===== config.mk =====
export PLATFORM = sky130hd
export DESIGN_NAME = eeprom_ctrl
export DESIGN_NICKNAME = d
export VERILOG_FILES = /design/src/source/eeprom_cmd_pkg.sv /design/src/source/i2c_bus_pkg.sv /design/src/source/i2c_bit_engine.sv /design/src/source/eeprom_sequencer.sv /design/src/source/eeprom_ctrl.sv
export SDC_FILE = /design/constraint.sdc
export NUM_CORES = 1
export LEC_CHECK = 0
export BUFFER_PORTS_ARGS = -buffer_cell sky130_fd_sc_hd__buf_4
export CORE_ASPECT_RATIO = 0.75
export CORE_MARGIN = 2
export CORE_UTILIZATION = 45
export DETAILED_ROUTE_END_ITERATION = 10
export GPL_ROUTABILITY_DRIVEN = 0
export PLACE_DENSITY = 0.67
export SLEW_MARGIN = 20
export SYNTH_ARGS = -nofsm -noshare
export SYNTH_HDL_FRONTEND = slang
export SYNTH_HIERARCHICAL = 1
export SYNTH_SLANG_ARGS = --single-unit
export TNS_END_PERCENT = 100

===== constraint.sdc =====
create_clock -name CLK -period 6.08 [get_ports CLK]
set_clock_uncertainty 0.1 [all_clocks]
set_input_delay 0.912 -clock CLK [delete_from_list [all_inputs] [get_ports CLK]]
set_output_delay 0.912 -clock CLK [all_outputs]
set_load 0.1 [all_outputs]

===== src/source/eeprom_cmd_pkg.sv =====
package eeprom_cmd_pkg;

    // host opcode
    typedef enum logic {
        CMD_WRITE = 1'b0,
        CMD_READ  = 1'b1
    } cmd_op_e;

    // one host transaction held stable while req is high
    typedef struct packed {
        cmd_op_e     op;
        logic [10:0] addr;  // a10..a8 pick the 256-byte block
        logic [7:0]  wdata;
    } eeprom_cmd_t;

    // valid while ack is high
    typedef struct packed {
        logic [7:0] rdata;
        logic       nack;   // device did not acknowledge
    } eeprom_rsp_t;

endpackage


===== src/source/i2c_bus_pkg.sv =====
package i2c_bus_pkg;

    // 24Cxx device type identifier in the upper nibble of the control byte
    localparam logic [3:0] DEVICE_CODE = 4'b1010;

    // BUS_START doubles as repeated start
    typedef enum logic [1:0] {
        BUS_START = 2'd0,
        BUS_WRITE = 2'd1,
        BUS_READ  = 2'd2,
        BUS_STOP  = 2'd3
    } bus_op_e;

    typedef struct packed {
        bus_op_e    op;
        logic [7:0] wbyte;
        logic       last;   // master NACKs the read byte
    } bus_req_t;

    typedef struct packed {
        logic [7:0] rbyte;
        logic       acked;  // slave ACK after a write
    } bus_rsp_t;

endpackage


===== src/source/i2c_bit_engine.sv =====
`timescale 1ns/1ps
module i2c_bit_engine #(
    parameter int SCL_DIV = 2
) (
    input  logic                  CLK,
    input  logic                  RESET,
    input  logic                  op_req,
    input  i2c_bus_pkg::bus_req_t op,
    output logic                  op_ack,
    output i2c_bus_pkg::bus_rsp_t op_rsp,
    output logic                  scl_low,
    output logic                  sda_low,
    input  logic                  sda_in
);

    typedef enum logic [2:0] {
        IDLE,
        START,
        SHIFT,
        STOP,
        DONE
    } bit_state_e;

    localparam int DIV_W = (SCL_DIV > 1) ? $clog2(SCL_DIV) : 1;

    bit_state_e       state;
    logic [DIV_W-1:0] div_cnt;
    logic [1:0]       phase;    // 0 setup, 1 scl up, 2 sample, 3 scl down
    logic [3:0]       bit_cnt;  // 0..7 data, 8 ack slot
    logic [7:0]       shreg;
    logic             is_read;
    logic             last_q;
    logic             acked;
    logic             tick;
    logic             ack_slot;
    logic             drv_scl;
    logic             drv_sda;

    assign tick     = (div_cnt == DIV_W'(SCL_DIV - 1));
    assign ack_slot = (bit_cnt == 4'd8);
    assign op_rsp   = '{rbyte: shreg, acked: acked};

    // line drive wanted for the current phase
    always_comb begin
        drv_scl = (phase == 2'd0) || (phase == 2'd3);
        drv_sda = sda_low;
        case (state)
            START: drv_sda = phase[1];          // sda falls while scl high
            STOP: begin
                drv_scl = (phase == 2'd0);      // scl stays released at the end
                drv_sda = !phase[1];            // sda rises while scl high
            end
            SHIFT: begin
                if (ack_slot)
                    drv_sda = is_read && !last_q;
                else
                    drv_sda = !is_read && !shreg[7];
            end
            default: drv_scl = scl_low;
        endcase
    end

    always_ff @(posedge CLK) begin
        if (RESET) begin
            state   <= IDLE;
            div_cnt <= '0;
            phase   <= 2'd0;
            bit_cnt <= 4'd0;
            op_ack  <= 1'b0;
            scl_low <= 1'b0;
            sda_low <= 1'b0;
        end else begin
            if (state inside {START, SHIFT, STOP}) begin
                scl_low <= drv_scl;     // outputs trail the phase by one cycle
                sda_low <= drv_sda;
                div_cnt <= tick ? '0 : div_cnt + 1'b1;
            end
            case (state)
                IDLE: begin
                    if (op_req) begin
                        div_cnt <= '0;
                        phase   <= 2'd0;
                        bit_cnt <= 4'd0;
                        shreg   <= op.wbyte;
                        is_read <= (op.op == i2c_bus_pkg::BUS_READ);
                        last_q  <= op.last;
                        case (op.op)
                            i2c_bus_pkg::BUS_START: state <= START;
                            i2c_bus_pkg::BUS_STOP:  state <= STOP;
                            default:                state <= SHIFT;
                        endcase
                    end
                end
                START, STOP: begin
                    if (tick) begin
                        phase <= phase + 2'd1;
                        if (phase == 2'd3) begin
                            state  <= DONE;
                            op_ack <= 1'b1;
                        end
                    end
                end
                SHIFT: begin
                    if (tick) begin
                        phase <= phase + 2'd1;
                        if (phase == 2'd2) begin    // mid-high once the lag is counted
                            if (ack_slot)
                                acked <= !sda_in;
                            else if (is_read)
                                shreg <= {shreg[6:0], sda_in};
                        end
                        if (phase == 2'd3) begin
                            if (ack_slot) begin
                                state  <= DONE;
                                op_ack <= 1'b1;
                            end else begin
                                bit_cnt <= bit_cnt + 4'd1;
                                if (!is_read)
                                    shreg <= {shreg[6:0], 1'b0};
                            end
                        end
                    end
                end
                DONE: begin
                    if (!op_req) begin
                        op_ack <= 1'b0;
                        state  <= IDLE;
                    end
                end
                default: state <= IDLE;
            endcase
        end
    end

endmodule


===== src/source/eeprom_sequencer.sv =====
`timescale 1ns/1ps
module eeprom_sequencer (
    input  logic                      CLK,
    input  logic                      RESET,
    input  logic                      req,
    input  eeprom_cmd_pkg::eeprom_cmd_t cmd,
    output logic                      ack,
    output eeprom_cmd_pkg::eeprom_rsp_t rsp,
    output logic                      op_req,
    output i2c_bus_pkg::bus_req_t     op,
    input  logic                      op_ack,
    input  i2c_bus_pkg::bus_rsp_t     op_rsp
);

    typedef enum logic [3:0] {
        IDLE,
        START,
        CTRL_W,
        ADDR,
        DATA_W,
        RESTART,
        CTRL_R,
        DATA_R,
        STOP,
        DONE
    } seq_state_e;

    typedef enum logic {
        ISSUE,
        WAIT
    } hs_phase_e;

    seq_state_e                  state;
    seq_state_e                  after_state;
    hs_phase_e                   hs;
    eeprom_cmd_pkg::eeprom_cmd_t cmd_q;
    logic [7:0]                  rdata_q;
    logic                        nack_q;
    i2c_bus_pkg::bus_req_t       next_op;

    assign rsp = '{rdata: rdata_q, nack: nack_q};

    // bus operation for the current step
    always_comb begin
        next_op = '{op: i2c_bus_pkg::BUS_WRITE, wbyte: 8'h00, last: 1'b0};
        case (state)
            START, RESTART: next_op.op = i2c_bus_pkg::BUS_START;
            CTRL_W: next_op.wbyte = {i2c_bus_pkg::DEVICE_CODE, cmd_q.addr[10:8], 1'b0};
            ADDR:   next_op.wbyte = cmd_q.addr[7:0];
            DATA_W: next_op.wbyte = cmd_q.wdata;
            CTRL_R: next_op.wbyte = {i2c_bus_pkg::DEVICE_CODE, cmd_q.addr[10:8], 1'b1};
            DATA_R: begin
                next_op.op   = i2c_bus_pkg::BUS_READ;
                next_op.last = 1'b1;    // single byte gets a NACK
            end
            STOP: next_op.op = i2c_bus_pkg::BUS_STOP;
            default: ;
        endcase
    end

    always_comb begin
        case (state)
            START:   after_state = CTRL_W;
            CTRL_W:  after_state = ADDR;
            ADDR:    after_state = (cmd_q.op == eeprom_cmd_pkg::CMD_READ) ? RESTART : DATA_W;
            RESTART: after_state = CTRL_R;
            CTRL_R:  after_state = DATA_R;
            STOP:    after_state = DONE;
            default: after_state = STOP;    // DATA_W, DATA_R
        endcase
    end

    always_ff @(posedge CLK) begin
        if (RESET) begin
            state  <= IDLE;
            hs     <= ISSUE;
            ack    <= 1'b0;
            op_req <= 1'b0;
            nack_q <= 1'b0;
        end else begin
            case (state)
                IDLE: begin
                    if (req) begin
                        cmd_q   <= cmd;
                        nack_q  <= 1'b0;
                        rdata_q <= 8'h00;
                        hs      <= ISSUE;
                        state   <= START;
                    end
                end
                DONE: begin
                    if (!req) begin     // host saw the response
                        ack   <= 1'b0;
                        state <= IDLE;
                    end
                end
                default: begin
                    if (hs == ISSUE && !op_ack) begin
                        op     <= next_op;
                        op_req <= 1'b1;
                        hs     <= WAIT;
                    end else if (hs == WAIT && op_ack) begin
                        op_req <= 1'b0;
                        hs     <= ISSUE;
                        if (state == DATA_R)
                            rdata_q <= op_rsp.rbyte;
                        if (op.op == i2c_bus_pkg::BUS_WRITE && !op_rsp.acked) begin
                            nack_q <= 1'b1;
                            state  <= STOP;     // abort the rest
                        end else begin
                            state <= after_state;
                        end
                        if (state == STOP)
                            ack <= 1'b1;
                    end
                end
            endcase
        end
    end

endmodule


===== src/source/eeprom_ctrl.sv =====
`timescale 1ns/1ps
module eeprom_ctrl #(
    parameter int SCL_DIV = 2   // CLK cycles per quarter SCL period
) (
    input  logic                        CLK,
    input  logic                        RESET,
    input  logic                        req,
    input  eeprom_cmd_pkg::eeprom_cmd_t cmd,
    output logic                        ack,
    output eeprom_cmd_pkg::eeprom_rsp_t rsp,
    output logic                        scl_low,
    output logic                        sda_low,
    input  logic                        scl_in,     // line monitor only
    input  logic                        sda_in
);

    logic                  op_req;
    logic                  op_ack;
    i2c_bus_pkg::bus_req_t op;
    i2c_bus_pkg::bus_rsp_t op_rsp;

    eeprom_sequencer u_seq (
        .CLK    (CLK),
        .RESET  (RESET),
        .req    (req),
        .cmd    (cmd),
        .ack    (ack),
        .rsp    (rsp),
        .op_req (op_req),
        .op     (op),
        .op_ack (op_ack),
        .op_rsp (op_rsp)
    );

    i2c_bit_engine #(
        .SCL_DIV (SCL_DIV)
    ) u_bit (
        .CLK     (CLK),
        .RESET   (RESET),
        .op_req  (op_req),
        .op      (op),
        .op_ack  (op_ack),
        .op_rsp  (op_rsp),
        .scl_low (scl_low),
        .sda_low (sda_low),
        .sda_in  (sda_in)
    );

endmodule


==> flow_metrics.env <==
export IMPL_cts_hold_buf=0
export IMPL_r2r_cells=4
export IMPL_cts_tree="done"
export IMPL_hold_end="u_bit/last_q$_DFFE_PP_"
export IMPL_cp_arrival_ns=2.23
export IMPL_synth_edff_count=50
export IMPL_grt_start_max_net_pins=27
export IMPL_grt_ovfl_total=0
export IMPL_fin_util_pct=53.52
export IMPL_synth_net_count=339
export IMPL_synth_distinct_cells=59
export IMPL_post_dp_hpwl_um=4144
export IMPL_rsz0062_at_grt="no"
export IMPL_async_flop_share_pct=0
export IMPL_grt_pass1_wl_um=10200
export IMPL_cap_violations=0
export IMPL_cts_root_buf="clkbuf_8"
export IMPL_drive_gt1_share_pct=19.65
export IMPL_clkPwrFrac_pct=30.9
export IMPL_hold_violations=0
export IMPL_rows=27
export IMPL_die_area_sq_um=8334
export IMPL_h_tree_depth=3
export IMPL_r2r_slack_ns=3.73
export IMPL_die_w_um=104.8
export IMPL_p_sw_mw=0.4165
export IMPL_switching_share_pct=31.30
export IMPL_synth_seq_cells=71
export IMPL_fill_cells=681
export IMPL_synth_most_common_cell="edfxtp_1"
export IMPL_die_h_um=79.56
export IMPL_max_clock_freq_mhz=424.7
export IMPL_hold_path_startpoint="u_seq/op[0]$_DFFE_PP_"
export IMPL_syn2layout_area_growth_pct=15.05
export IMPL_yosys_warnings=6
export IMPL_drtPass1Iterations=4
export IMPL_grt_antenna_before_repair=0
export IMPL_netlist_area_sq_um=3426
export IMPL_clk_latency_ns=0.35
export IMPL_synth_top_cell_area_share_pct=43.83
export IMPL_detail_route_antenna_nets=0
export IMPL_status="completed"
export IMPL_grt_pass1_vias=2134
export IMPL_synth_area_leaders="edfxtp_1, dfxtp_1, ha_1, mux2i_1, nand2_1"
export IMPL_finalCriticalPeriod_ns=2.355
export IMPL_worstReg2RegStart="u_seq/state[0]$_SDFFE_PP0P_"
export IMPL_critical_path_class="flip-flop to flip-flop"
export IMPL_combinationalPowerShare_pct=22.3
export IMPL_wl_um=6034
export IMPL_holdPathStages=0
export IMPL_worst_ep_required_time_ns=5.95
export IMPL_vias=2290
export IMPL_multi_input_area_sq_um=1343
export IMPL_cts_sinks=71
export IMPL_cp_max_fo=18
export IMPL_r2r_end="u_seq/op[4]$_DFFE_PP_"
export IMPL_post_cts_resized=0
export IMPL_timing_final_crit_share_pct=38.73
export IMPL_placed_cells=426
export IMPL_worst_slew_pin_slew_ns=0.7918
export IMPL_ctsLongestPathBuffers=2
export IMPL_cts_setup_buffers=0
export IMPL_num_io_pins=37
export IMPL_synth_common_cells="edfxtp_1, nand2_1, nor2_1"
export IMPL_finalNonFillerCells=442
export IMPL_yosysTopAreaCell="edfxtp_1"
export IMPL_ir_drop_uv=128.4
export IMPL_synth_seq_area_share_pct=56.10
export IMPL_start_util_pct=46.52
export IMPL_seqPwrFrac_pct=46.8
export IMPL_numCtsBuffers=9
export IMPL_ys_flop_type="edfxtp_1"
export IMPL_vias_per_cell=5.181
export IMPL_fin_nets=370
export IMPL_clkTransAtPathRegs_ns=0.08
export IMPL_drc=0
export IMPL_seqCellArea_sq_um=1922
export IMPL_wire_per_inst_um=13.65
export IMPL_dr_first_iter_drc_count=71
export IMPL_drv_slew=0
export IMPL_fin_tns_setup_ns=0
export IMPL_p_leak_nw=1.426
export IMPL_diodes=0
export IMPL_hold_path_class="flip-flop to flip-flop"
export IMPL_netlist_instances=305
export IMPL_syn_avg_cell_area_sq_um=11.23
export IMPL_power_density_nw_per_um2=337.7
export IMPL_core_area_sq_um=7365
export IMPL_cp_end_kind="flip-flop"
export IMPL_grt_total_usage_pct=15.56
export IMPL_setup_viol=0
export IMPL_port_buffers=35
export IMPL_maxSlewHeadroom_pct=47.02
export IMPL_p_int_mw=0.9144
export IMPL_start_kind="flip-flop"
[cell usage in the layout (no fill, tap or decap), drive strengths merged, types with 10 or more instances in the layout]
| master | instances |
|---|---|
| nor2b | 10 |
| dfxtp | 21 |
| nand2 | 27 |
| buf | 38 |
| inv | 13 |
| o21ai | 18 |
| nor2 | 28 |
| mux2i | 11 |
| nand2b | 10 |
| a21oi | 16 |
| edfxtp | 50 |
[through the flow]
stage	hold slack [ns]	instance area (sq um)	power (mW)	setup WS [ns]
5_1_grt	0.3661	3941	1.397	3.515
2_1_floorplan	0.3003	3426	0.8662	3.401
6_report	0.3355	3941	1.331	3.725
4_1_cts	0.3360	3941	1.343	3.712
3_5_place_dp	0.3190	3721	0.9298	3.459
3_3_place_gp	0.3180	3721	0.9237	3.531
[worst max-delay path, cell delays in order (launching register included)]
cell      delay (ns)
dfxtp_1         0.71
nand2b_1        0.32
nand3_1         0.17
nand2_1         0.06
nor2_1          0.61
[registers in the layout, summed over array words and instances, names as in the netlist, 2 cells and up]
signal	count
u_seq/cmd_q	20
u_seq/op	11
u_bit/shreg	8
u_seq/rdata_q	8
u_bit/bit_cnt	4
u_seq/state	4
u_bit/state	3
u_bit/phase	2
[area by class of cell]
cell class / count / share of cell area [%]
Inverter: 12 / 1.143
Clock inverter: 7 / 2.444
Multi-Input combinational cell: 204 / 34.06
Timing Repair Buffer: 38 / 7.238
Clock buffer: 9 / 3.143
Tap cell: 101 / 3.206
Sequential cell: 71 / 48.76
[per-layer routing]
metal	vias to the layer above	wire (um)	part of all wire (%)	global-route usage [%]
li1	1183	-	-	-
met1	1052	3103	51	21.76
met2	45	2584	43	23.18
met3	10	272	4.5	5.143
met4	0	74	1.2	4.400
met5	-	0	0	0
[power by group through the flow]
stage	Sequential [mW]	Clock [mW]	Combinational, mW
floorplan	0.678	0	0.189
global placement	0.631	0	0.292
detailed placement	0.633	0	0.296
CTS	0.623	0.423	0.297
global route	0.631	0.445	0.321
finish	0.623	0.412	0.297
[worst max-delay path by stage]
stage | from | to
floorplan | req | u_seq/rdata_q[0]$_SDFFCE_PP0P_
global placement | req | u_seq/rdata_q[4]$_SDFFCE_PP0P_
detailed placement | req | u_seq/rdata_q[4]$_SDFFCE_PP0P_
CTS | u_seq/state[0]$_SDFFE_PP0P_ | u_seq/op[5]$_DFFE_PP_
global route | u_seq/state[0]$_SDFFE_PP0P_ | u_seq/op[4]$_DFFE_PP_
finish | u_seq/state[0]$_SDFFE_PP0P_ | u_seq/op[4]$_DFFE_PP_
[cells by family (layout without fill, tap and decap cells)]
family	after synthesis	count (layout)	share of synthesized area, %
XOR/XNOR	2	2	0.5114
multiplexers	11	11	3.214
buffers and inverters	30	66	4.711
AO/OA/AOI/OAI	66	66	13.55
flip-flops	71	71	56.10
adder cells (fa/ha/maj)	9	9	3.287
AND/OR/NAND/NOR	116	116	18.63
Note: power is estimated with default switching activity, not from simulation.
